[config.mk]
export PLATFORM = sky130hd
export DESIGN_NAME = spi_master
export DESIGN_NICKNAME = d
export VERILOG_FILES = /design/src/hdl/spi_pkg.sv /design/src/hdl/spi_tx_buffer.sv /design/src/hdl/spi_clk_divider.sv /design/src/hdl/spi_shift_engine.sv /design/src/hdl/spi_rx_buffer.sv /design/src/hdl/spi_master.sv
export VERILOG_INCLUDE_DIRS = /design/src /design/src/hdl
export SDC_FILE = /design/constraint.sdc
export NUM_CORES = 1
export LEC_CHECK = 0
export ABC_AREA = 1
export BUFFER_PORTS_ARGS = -buffer_cell sky130_fd_sc_hd__buf_2
export CELL_PAD_IN_SITES_DETAIL_PLACEMENT = 0
export CELL_PAD_IN_SITES_GLOBAL_PLACEMENT = 2
export CORE_MARGIN = 1.5
export CORE_UTILIZATION = 38
export CTS_BUF_LIST = sky130_fd_sc_hd__clkbuf_2 sky130_fd_sc_hd__clkbuf_4 sky130_fd_sc_hd__clkbuf_8
export CTS_CLUSTER_DIAMETER = 30
export DETAILED_ROUTE_END_ITERATION = 10
export PLACE_DENSITY_LB_ADDON = 0.1
export RECOVER_POWER = 25
export SETUP_SLACK_MARGIN = 0.02
export SYNTH_ARGS = -nofsm -noshare
export SYNTH_HDL_FRONTEND = slang
export SYNTH_HIERARCHICAL = 1
export SYNTH_SLANG_ARGS = --single-unit
[constraint.sdc]
create_clock -name wr -period 3.17 [get_ports wr]
set_input_delay 0.4755 -clock wr [delete_from_list [all_inputs] [get_ports wr]]
set_output_delay 0.4755 -clock wr [all_outputs]
set_load 0.1 [all_outputs]
[src/hdl/spi_defines.svh]
// SPI master build constants

`ifndef SPI_DEFINES_SVH
`define SPI_DEFINES_SVH

////////////////////////////////////////////////////////////
// Frame geometry
////////////////////////////////////////////////////////////

// Number of bits shifted out and in during one frame.
`define SPI_WORD_LEN 8

////////////////////////////////////////////////////////////
// Clock divider
////////////////////////////////////////////////////////////

// Width of the divider select field in the configuration.
// Each half SCK period lasts 2**(div_sel + 1) clock cycles.
`define SPI_DIV_SEL_W 3

// Width of the divider counter, enough to reach 255.
`define SPI_DIV_CNT_W 8

`endif

[src/hdl/spi_pkg.sv]
// SPI master shared types

`default_nettype none

`include "spi_defines.svh"

package spi_pkg;

    ////////////////////////////////////////////////////////////
    // Vector types
    ////////////////////////////////////////////////////////////

    typedef logic [`SPI_WORD_LEN-1:0]  word_t;     // One data word.
    typedef logic [`SPI_DIV_SEL_W-1:0] div_sel_t;  // Divider select.
    typedef logic [`SPI_DIV_CNT_W-1:0] div_cnt_t;  // Divider count value.

    // Counts SCK toggles in a frame, which must reach 2 * SPI_WORD_LEN.
    typedef logic [$clog2(2 * `SPI_WORD_LEN + 1)-1:0] bit_cnt_t;

    ////////////////////////////////////////////////////////////
    // Per-word configuration
    ////////////////////////////////////////////////////////////

    // Captured with each word, so every frame may use its own mode.
    typedef struct packed {
        logic [1:0] mode;       // Bit 1 is CPOL and bit 0 is CPHA.
        logic       lsb_first;  // High sends and receives the LSB first.
        div_sel_t   div_sel;    // Half SCK period select.
    } spi_cfg_t;

    // Shift engine states.
    typedef enum logic {
        ST_IDLE,  // Waiting for a full transmit buffer.
        ST_BUSY   // A frame is in flight.
    } spi_state_e;

endpackage

`default_nettype wire

[src/hdl/spi_tx_buffer.sv]
// SPI transmit holding register

`timescale 1ns/1ps
`default_nettype none

`include "spi_defines.svh"

module spi_tx_buffer (
    input  logic              wr,
    input  logic              rst_n,
    input  logic              write,        // One-cycle host write strobe.
    input  spi_pkg::word_t    tx_data,
    input  spi_pkg::spi_cfg_t cfg,
    input  logic              clr_senderr,  // One-cycle error clear strobe.
    input  logic              take,         // Engine pulls the word out.
    output logic              full,
    output spi_pkg::word_t    buf_word,
    output spi_pkg::spi_cfg_t buf_cfg,
    output logic              tx_empty,
    output logic              senderr
);

    import spi_pkg::*;

    logic accept;  // A write that lands in an empty buffer.
    logic reject;  // A write that arrives while the word is still held.

    assign accept   = write && !full;
    assign reject   = write && full;
    assign tx_empty = ~full;  // The host sees the inverse of the full flag.

    // Full flag and sticky error.
    always_ff @(posedge wr or negedge rst_n) begin
        if (!rst_n) begin
            full    <= 1'b0;
            senderr <= 1'b0;
        end else begin
            // Take only comes while full, and accept only while empty.
            if (take) begin
                full <= 1'b0;
            end else if (accept) begin
                full <= 1'b1;
            end
            if (clr_senderr) begin
                senderr <= 1'b0;  // The clear beats a rejected write.
            end else if (reject) begin
                senderr <= 1'b1;
            end
        end
    end

    // The word and its configuration travel together.
    always_ff @(posedge wr) begin
        if (accept) begin
            buf_word <= tx_data;
            buf_cfg  <= cfg;
        end
    end

endmodule

`default_nettype wire

[src/hdl/spi_clk_divider.sv]
// SPI half-period tick generator

`timescale 1ns/1ps
`default_nettype none

`include "spi_defines.svh"

module spi_clk_divider (
    input  logic              wr,
    input  logic              rst_n,
    input  logic              run,      // High while a frame is in flight.
    input  spi_pkg::div_sel_t div_sel,
    output logic              tick      // One pulse per half SCK period.
);

    import spi_pkg::*;

    div_cnt_t                 cnt;
    div_cnt_t                 mask;       // Terminal count for this select.
    logic [`SPI_DIV_SEL_W:0]  shift_amt;  // One wider so that 7 + 1 fits.

    // The mask holds div_sel + 1 ones, so the count wraps every
    // 2**(div_sel + 1) cycles.
    assign shift_amt = {1'b0, div_sel} + 1'b1;
    assign mask      = ~({`SPI_DIV_CNT_W{1'b1}} << shift_amt);

    assign tick = run && (cnt == mask);

    always_ff @(posedge wr or negedge rst_n) begin
        if (!rst_n) begin
            cnt <= '0;
        end else if (!run) begin
            cnt <= '0;  // Idle holds the count at zero.
        end else if (cnt == mask) begin
            cnt <= '0;  // Restart after each tick.
        end else begin
            cnt <= cnt + 1'b1;
        end
    end

endmodule

`default_nettype wire

[src/hdl/spi_shift_engine.sv]
// SPI frame shift engine

`timescale 1ns/1ps
`default_nettype none

`include "spi_defines.svh"

module spi_shift_engine (
    input  logic              wr,
    input  logic              rst_n,
    input  logic              full,      // Transmit buffer holds a word.
    input  spi_pkg::word_t    buf_word,
    input  spi_pkg::spi_cfg_t buf_cfg,
    input  logic              tick,      // Half SCK period elapsed.
    input  logic              miso,
    output logic              take,      // Empties the transmit buffer.
    output logic              run,
    output spi_pkg::div_sel_t div_sel,
    output logic              done,      // Pulses as the frame ends.
    output spi_pkg::word_t    rx_word,
    output logic              sck,
    output logic              mosi,
    output logic              ss
);

    import spi_pkg::*;

    localparam int       WORD_LEN    = `SPI_WORD_LEN;
    localparam bit_cnt_t LAST_TOGGLE = bit_cnt_t'(2 * `SPI_WORD_LEN);

    spi_state_e state;
    bit_cnt_t   edge_cnt;    // SCK toggles so far in this frame.
    spi_cfg_t   cfg_q;       // Configuration latched at take.
    word_t      tx_sr;
    word_t      rx_sr;
    logic       mosi_q;
    logic       busy;
    logic       frame_end;   // The extra tick after the last toggle.
    logic       sample_now;
    logic       drive_now;

    ////////////////////////////////////////////////////////////
    // Edge decode
    ////////////////////////////////////////////////////////////

    assign busy = (state == ST_BUSY);
    assign take = (state == ST_IDLE) && full;

    assign frame_end = busy && tick && (edge_cnt == LAST_TOGGLE);

    // An even count means the next toggle is odd. CPHA 0 samples on odd
    // toggles and CPHA 1 on even ones, so the LSB of the count against
    // CPHA picks the sample edge.
    assign sample_now = busy && tick && !frame_end && (edge_cnt[0] == cfg_q.mode[0]);
    assign drive_now  = busy && tick && !frame_end && (edge_cnt[0] != cfg_q.mode[0]);

    assign run     = busy;
    assign div_sel = cfg_q.div_sel;  // The divider follows the frame's own select.
    assign done    = frame_end;
    assign rx_word = rx_sr;          // Complete once the last sample is in.

    // The count is even when idle, so SCK rests at CPOL.
    assign sck  = edge_cnt[0] ^ cfg_q.mode[1];
    assign mosi = ss ? 1'b1 : mosi_q;  // Released high outside a frame.

    ////////////////////////////////////////////////////////////
    // Frame control
    ////////////////////////////////////////////////////////////

    always_ff @(posedge wr or negedge rst_n) begin
        if (!rst_n) begin
            state    <= ST_IDLE;
            edge_cnt <= '0;
            cfg_q    <= '0;  // Mode 0, so SCK leaves reset low.
            ss       <= 1'b1;
            mosi_q   <= 1'b1;
        end else if (take) begin
            state    <= ST_BUSY;
            edge_cnt <= '0;
            cfg_q    <= buf_cfg;
            ss       <= 1'b0;
            // CPHA 0 needs the first bit valid before the first edge.
            if (!buf_cfg.mode[0]) begin
                mosi_q <= buf_cfg.lsb_first ? buf_word[0] : buf_word[WORD_LEN-1];
            end else begin
                mosi_q <= 1'b1;
            end
        end else if (frame_end) begin
            state    <= ST_IDLE;
            edge_cnt <= '0;
            if (!full) begin
                ss <= 1'b1;  // Nothing queued, so the frame closes.
            end
        end else if (busy && tick) begin
            edge_cnt <= edge_cnt + 1'b1;  // Each tick toggles SCK.
            if (drive_now) begin
                mosi_q <= cfg_q.lsb_first ? tx_sr[0] : tx_sr[WORD_LEN-1];
            end
        end
    end

    ////////////////////////////////////////////////////////////
    // Shift registers
    ////////////////////////////////////////////////////////////

    // The transmit register moves on the sample edge, so the drive edge
    // that follows finds the next bit at the output end.
    always_ff @(posedge wr) begin
        if (take) begin
            tx_sr <= buf_word;
        end else if (sample_now) begin
            if (cfg_q.lsb_first) begin
                tx_sr <= {1'b1, tx_sr[WORD_LEN-1:1]};  // Ones fill behind.
                rx_sr <= {miso, rx_sr[WORD_LEN-1:1]};
            end else begin
                tx_sr <= {tx_sr[WORD_LEN-2:0], 1'b1};
                rx_sr <= {rx_sr[WORD_LEN-2:0], miso};
            end
        end
    end

endmodule

`default_nettype wire

[src/hdl/spi_rx_buffer.sv]
// SPI receive register

`timescale 1ns/1ps
`default_nettype none

`include "spi_defines.svh"

module spi_rx_buffer (
    input  logic           wr,
    input  logic           rst_n,
    input  logic           done,          // End of frame from the engine.
    input  spi_pkg::word_t rx_word,
    input  logic           rd,            // One-cycle host read strobe.
    output spi_pkg::word_t rx_data,
    output logic           char_received
);

    import spi_pkg::*;

    word_t rx_q;  // Last completed word.

    assign rx_data = rx_q;  // Always visible; the read only drops the flag.

    // Received flag.
    always_ff @(posedge wr or negedge rst_n) begin
        if (!rst_n) begin
            char_received <= 1'b0;
        end else if (done) begin
            // A new word keeps the flag up even if a read lands now.
            char_received <= 1'b1;
        end else if (rd) begin
            char_received <= 1'b0;
        end
    end

    // An unread word is simply replaced by the next frame.
    always_ff @(posedge wr) begin
        if (done) begin
            rx_q <= rx_word;
        end
    end

endmodule

`default_nettype wire

[src/hdl/spi_master.sv]
// SPI master top level

`timescale 1ns/1ps
`default_nettype none

`include "spi_defines.svh"

module spi_master (
    input  logic              wr,
    input  logic              rst_n,
    input  logic              write,
    input  spi_pkg::word_t    tx_data,
    input  spi_pkg::spi_cfg_t cfg,
    input  logic              clr_senderr,
    input  logic              rd,
    input  logic              miso,
    output spi_pkg::word_t    rx_data,
    output logic              tx_empty,
    output logic              senderr,
    output logic              char_received,
    output logic              sck,
    output logic              mosi,
    output logic              ss
);

    import spi_pkg::*;

    ////////////////////////////////////////////////////////////
    // Internal links
    ////////////////////////////////////////////////////////////

    logic     full;      // Buffer to engine.
    word_t    buf_word;
    spi_cfg_t buf_cfg;
    logic     take;      // Engine to buffer.
    logic     run;       // Engine to divider.
    div_sel_t div_sel;
    logic     tick;      // Divider to engine.
    logic     done;      // Engine to receive register.
    word_t    rx_word;

    spi_tx_buffer u_tx_buffer (
        .wr          (wr),
        .rst_n       (rst_n),
        .write       (write),
        .tx_data     (tx_data),
        .cfg         (cfg),
        .clr_senderr (clr_senderr),
        .take        (take),
        .full        (full),
        .buf_word    (buf_word),
        .buf_cfg     (buf_cfg),
        .tx_empty    (tx_empty),
        .senderr     (senderr)
    );

    spi_clk_divider u_clk_divider (
        .wr      (wr),
        .rst_n   (rst_n),
        .run     (run),
        .div_sel (div_sel),
        .tick    (tick)
    );

    spi_shift_engine u_shift_engine (
        .wr       (wr),
        .rst_n    (rst_n),
        .full     (full),
        .buf_word (buf_word),
        .buf_cfg  (buf_cfg),
        .tick     (tick),
        .miso     (miso),
        .take     (take),
        .run      (run),
        .div_sel  (div_sel),
        .done     (done),
        .rx_word  (rx_word),
        .sck      (sck),
        .mosi     (mosi),
        .ss       (ss)
    );

    spi_rx_buffer u_rx_buffer (
        .wr            (wr),
        .rst_n         (rst_n),
        .done          (done),
        .rx_word       (rx_word),
        .rd            (rd),
        .rx_data       (rx_data),
        .char_received (char_received)
    );

endmodule

`default_nettype wire

# Word level (Yosys, flattened, before mapping)
# Index checks and enable logic that the tools add are counted.
[word_totals]
ff_bits = 63
elab_cells = 83
output_inout_bits = 14
input_bits = 20
[op_classes]
bitwise_logic = 5
muxes = 28
eq_ne = 6
shift = 1
n_addsub = 3
reduce_logical = 22
[op_table]
columns = ["op", "n"]
rows = [
  ["$mux W8", 6],
  ["$mux W1", 19],
  ["$mux W5", 3],
  ["$reduce_bool A2 Y1", 7],
  ["$logic_and A1 B1 Y1", 9],
  ["$add A8 B1 Y8 const B", 1],
  ["$eq A8 B8 Y1", 1],
  ["$not A8 Y8", 1],
  ["$shl A8 B4 Y8 const A", 1],
  ["$add A5 B1 Y5 const B", 1],
  ["$eq A5 B5 Y1 const B", 1],
  ["$add A3 B1 Y4 const B", 1],
  ["$ne A2 B2 Y1 const B", 2],
  ["$reduce_and A2 Y1", 2],
  ["$not A1 Y1", 3],
  ["$reduce_and A3 Y1", 1],
  ["$reduce_bool A3 Y1", 1],
  ["$logic_not A1 Y1", 2],
  ["$eq A1 B1 Y1", 1],
  ["$ne A1 B1 Y1", 1],
  ["$xor A1 B1 Y1", 1],
]

# Logic depth before layout (Yosys ltp)
[logic_depth]
word_depth = 14
depth_mapped = 16
depth_no_buf = 15

# Cells and area by module
# The synthesis kept the hierarchy.
[modules_own_cells]
columns = ["mod", "instances", "area_per_inst_um2", "cells_per_inst", "seq_area_each_um2"]
rows = [
  ["spi_shift_engine", 1, 1546.5, 173, 833.3],
  ["spi_clk_divider", 1, 679.4, 107, 200.2],
  ["spi_tx_buffer", 1, 503.0, 23, 470.5],
  ["spi_rx_buffer", 1, 280.3, 13, 265.3],
]

# Worst setup path before layout
# No wires, ideal clock.
[synth_path]
path_kind = "register to register"
startpoint = "register u_shift_engine.cfg_q (netlist bit u_shift_engine/div_sel[1])"
endpoint = "register u_shift_engine.rx_sr[0] (netlist: u_shift_engine/rx_word[0]) (enable)"
stages_incl_launch_ff = 15
period_less_slack_ns = 2.684
t_required_ns = 2.800
arrival_ns = 2.314
path_buffers = 1
setup_time_ns = 0.370
slack_ns = 0.486
path_cell_list = "dfrtp_1 buf_4 ha_1 ha_1 nor2_1 nand2_1 nand2_1 nand2_1 nor2_1 nand3_1 nor2_1 nand2_1 inv_1 nand2_2 nor2_1"
[synth_via]
elab_chain_cells = 11
[synth_rtl]
columns = ["element", "line_no", "source"]
rows = [
  ["from (decl)", "spi_shift_engine.sv:33", "spi_cfg_t cfg_q;"],
  ["from (signal assigned)", "spi_shift_engine.sv:80", "cfg_q <= buf_cfg;"],
  ["$add A3 B1 Y4 *", "spi_clk_divider.sv:24", "assign shift_amt = {1'b0, div_sel} + 1'b1;"],
  ["$shl A8 B4 Y8 *", "spi_clk_divider.sv:25", "assign mask = ~({`SPI_DIV_CNT_W{1'b1}} << shift_amt);"],
  ["$not A8 Y8 *", "spi_clk_divider.sv:25", ""],
  ["$eq A8 B8 Y1 *", "spi_clk_divider.sv:27", "assign tick = run && (cnt == mask);"],
  ["$logic_and A1 B1 Y1 *", "spi_clk_divider.sv:27", ""],
  ["net tick", "spi_master.sv:38", "logic tick;"],
  ["$logic_and A1 B1 Y1 *", "spi_shift_engine.sv:49, spi_shift_engine.sv:54", ""],
  ["$logic_and A1 B1 Y1", "spi_shift_engine.sv:49", "assign frame_end = busy && tick && (edge_cnt == LAST_TOGGLE);"],
  ["$logic_not A1 Y1", "spi_shift_engine.sv:54", "assign sample_now = busy && tick && !frame_end && (edge_cnt[0] == cfg_q.mode[0]);"],
  ["$logic_and A1 B1 Y1 * (2 in series)", "spi_shift_engine.sv:54", ""],
  ["$reduce_and A2 Y1 (no line) *", "-", ""],
  ["to (signal assigned)", "spi_shift_engine.sv:114", "rx_sr <= {miso, rx_sr[WORD_LEN-1:1]};"],
  ["to (signal assigned)", "spi_shift_engine.sv:117", "rx_sr <= {rx_sr[WORD_LEN-2:0], miso};"],
  ["to (decl)", "spi_shift_engine.sv:35", "word_t rx_sr;"],
]
# Mark *: on every way through the listed nets, which the timed path passes. The rest lies on a longest branch.
# A chain may end at the register's enable or synchronous reset.

# Worst setup path after layout
[layout_path]
startpoint = "register u_shift_engine.cfg_q (netlist bit u_shift_engine/div_sel[1])"
endpoint = "register u_shift_engine.tx_sr[0] (enable)"
[layout_via]
elab_chain_cells = 11
[layout_rtl]
columns = ["element", "line_no", "source"]
rows = [
  ["$add A3 B1 Y4 *", "spi_clk_divider.sv:24", ""],
  ["$shl A8 B4 Y8 *", "spi_clk_divider.sv:25", ""],
  ["$not A8 Y8 *", "spi_clk_divider.sv:25", ""],
  ["$eq A8 B8 Y1 *", "spi_clk_divider.sv:27", ""],
  ["$logic_and A1 B1 Y1 *", "spi_clk_divider.sv:27", ""],
  ["net tick", "spi_master.sv:38", ""],
  ["$logic_and A1 B1 Y1 *", "spi_shift_engine.sv:49, spi_shift_engine.sv:54", ""],
  ["$logic_and A1 B1 Y1", "spi_shift_engine.sv:49", ""],
  ["$logic_not A1 Y1", "spi_shift_engine.sv:54", ""],
  ["$logic_and A1 B1 Y1 * (2 in series)", "spi_shift_engine.sv:54", ""],
  ["$reduce_bool A2 Y1 (no line) *", "-", ""],
  ["to (signal assigned)", "spi_shift_engine.sv:110", "tx_sr <= buf_word;"],
  ["to (signal assigned)", "spi_shift_engine.sv:113", "tx_sr <= {1'b1, tx_sr[WORD_LEN-1:1]};"],
  ["to (signal assigned)", "spi_shift_engine.sv:116", "tx_sr <= {tx_sr[WORD_LEN-2:0], 1'b1};"],
  ["to (decl)", "spi_shift_engine.sv:34", "word_t tx_sr;"],
]
# Marked as above.

==> results_dict.tcl <==
set metrics [dict create \
    worstPathRequired_ns 3.15 \
    wl_mm 5.46 \
    fin_area_um2 3430 \
    fin_setup_tns_ns 0 \
    setup_viol 0 \
    antenna_found_initial 0 \
    gr-total-overflow 0 \
    peakVddDrop_uv 392 \
    p_leak_nw 1.57 \
    synth_top_area_cell "edfxtp_1" \
    cp-end-kind "flip-flop" \
    grt_pass1_vias 1966 \
    clockBufferDepth 2 \
    yosysMostFrequentCell "nand2_1" \
    path_max_fanout 8 \
    min_period_ns 2.81 \
    n_antenna_cell 0 \
    initial_utilization_pct 39.1 \
    core_area_um2 7690 \
    synth_fp_nets 341 \
    cp_slowest_cell "dfrtp_1" \
    start_kind "flip-flop" \
    dpl_cell_area_um2 3240 \
    fmax_ghz 0.356 \
    synth_edf_count 38 \
    hold_viol_final 0 \
    syn-instance-count 316 \
    arrival_ns 2.79 \
    routed_via_density 4.57 \
    utilization_pct 44.7 \
    die-area_um2 8460 \
    cpMostUsedCell "nand2_1" \
    cts_resized 0 \
    power-per-cell-area_nw_per_um2 662 \
    cp_slowest_stage_delay_ns 0.46 \
    port_buffers 33 \
    synth_ff_type "edfxtp_1" \
    cts.sinks 63 \
    htree_levels 3 \
    report.final.slew_viol_count 0 \
    syn-cell-area_um2 3010 \
    area_delta_synth_final_pct 14.1 \
    synth_common_cells "nand2_1, edfxtp_1, inv_1" \
    hold_path_class "in -> reg" \
    reg2reg_to "u_shift_engine/tx_sr[0]" \
    finClkSkew_ns 0.00601 \
    cts.clk_slew.worst_paths_ns 0.07 \
    yosys_warnings 6 \
    drive_above_1_share_pct 21.5 \
    tightest_slew_ns 1.40 \
    worstSetupPathType "reg -> reg" \
    slew_headroom_pct 6.91 \
    synth.top_cell.area_share_pct 37.9 \
    maxCapViolations 0 \
    cts_tree "done" \
    ys_async_sr_fraction_pct 39.7 \
    num_vias 2101 \
    critPathCapture "u_shift_engine/tx_sr[0]" \
    syn_area_per_cell_um2 9.52 \
    setup.worst_path.start "u_shift_engine/div_sel[1]" \
    drt-initial-drc-count 82 \
    rrSetupSlack_ns 0.36 \
    grt_first_pass_wirelength_mm 9.30 \
    die_x_um 92.0 \
    dpl.hpwl_mm 3.77 \
    min_from "clr_senderr" \
    worstPathCellList "ha_1 > ha_1 > nor2_1 > nand2_1 > nand2_1 > nand2_1 > nor2_1 > nand3_1 > nor2_1 > nand2_1 > inv_1 > nand2_2 > o21ai_2" \
    firstDrtPassIters 4 \
    routedWlPerCell_um 11.9 \
    ctsRootBufferMaster "clkbuf_8" \
    drc_errors 0 \
    synthTopCellsByArea "edfxtp_1, dfrtp_1, nand2_1" \
    min_path_cells 2 \
    finalCritPeriodShare_pct 88.5 \
    ys_seq_area_share_pct 58.8 \
    status "completed" \
    rsz0062_at_grt "no" \
    insertion_delay_ns 0.33 \
    ant_nets 0 \
    postCtsHoldBufs 0 \
    r2r_start "u_shift_engine/div_sel[1]" \
    grt_usage_pct 14.4 \
    total_power_w 0.00227 \
    layout.nets 378 \
    num_rows 32 \
    ys_ff_latch 63 \
    synthDistinctLibCells 31 \
    routabilityCongestion 0.751 \
    cts_buffers 9 \
    grt_max_degree 28 \
    fp.dieH_um 92.0 \
    postCtsSetupRepairBufs 0 \
    reg2reg_depth 13 \
    ios 34 \
]
[final cells by class]
type                    count  area [um^2]
clock inverters             7         71.3
fillers                   771         4250
well taps                 102          128
clock buffers               9          124
multi-input cells         208         1020
flip-flops and latches     63         1770
repair buffers             36          186
inverters                  35          134
[how the worst min path moves through the flow]
stage / end
floorplan: u_clk_divider/cnt[0]
global placement: u_shift_engine/cfg_q[5]
detailed placement: u_shift_engine/div_sel[0]
CTS: u_clk_divider/cnt[2]
global route: u_tx_buffer/senderr
finish: u_tx_buffer/senderr
[state kept, by name, summed over array words and instances, names as in the netlist]
| signal | flops |
|---|---|
| u_rx_buffer/char_received | 1 |
| u_shift_engine/run | 1 |
| u_tx_buffer/buf_word | 8 |
| u_tx_buffer/buf_cfg | 6 |
| u_shift_engine/ss | 1 |
| u_shift_engine/div_sel | 3 |
| u_shift_engine/tx_sr | 8 |
| u_shift_engine/edge_cnt | 5 |
| u_tx_buffer/senderr | 1 |
| u_tx_buffer/full | 1 |
| u_shift_engine/mosi_q | 1 |
| u_rx_buffer/rx_data | 8 |
| u_shift_engine/rx_word | 8 |
| u_shift_engine/cfg_q | 3 |
| u_clk_divider/cnt | 8 |
[cells in the final DEF (no fill, tap or decap), drive strengths merged]
cell type / n
o21ai: 15
xor2: 1
nand2: 100
bufinv: 1
nand3b: 1
clkbuf: 10
dfrtp: 23
nand3: 25
o211ai: 1
ha: 5
o21bai: 1
inv: 37
nor3: 1
nor2: 32
a21oi: 19
clkinv: 3
edfxtp: 38
dfstp: 2
o22ai: 1
or2: 1
buf: 35
clkinvlp: 1
nand4: 4
o22a: 1
[worst max-delay path, delay by kind of cell, from the launching register on]
family                     cells  cell delay [ns]
and+or+nand+nor                9             0.91
adders and majority gates      2             0.52
DFF                            1             0.46
AOI/OAI and AO/OA              1             0.38
buffers and inverters          1             0.17
[cell families (layout without fill, tap and decap cells)]
logic type / after synthesis / after routing / synth area share, %
fa+ha+maj: 5 / 5 / 2.08
buf+inv: 45 / 87 / 7.23
compound gates: 38 / 38 / 7.36
flops: 63 / 63 / 58.8
xor+xnor: 1 / 1 / 0.291
simple gates: 164 / 164 / 24.2
[where the power goes]
group	total, W	switching [W]	internal, W
sequential	0.00107	0.000112	0.000963
combinational	0.000514	0.000346	0.000169
clock	0.000685	0.000321	0.000364
[routing by layer]
| metal | vias up | global-route usage, % | part of all wire (%) | wire length, um |
|---|---|---|---|---|
| li1 | 1108 | - | - | - |
| met1 | 947 | 20.8 | 54 | 2940 |
| met5 | - | 0 | 0 | 0 |
| met2 | 38 | 20.2 | 40 | 2200 |
| met3 | 8 | 4.15 | 4.2 | 229 |
| met4 | 0 | 5.38 | 1.6 | 86 |
[metrics by stage]
stage | cells | hold WS, ns | setup slack, ns
after detailed placement | 444 | 0.430 | 0.338
after CTS | 460 | 0.152 | 0.323
after global placement | 444 | 0.427 | 0.394
after floorplan | 316 | 0.180 | 0.486
final | 460 | 0.289 | 0.365
after global routing | 460 | 0.278 | 0.0563
Note: power is estimated with default switching activity, not from simulation.
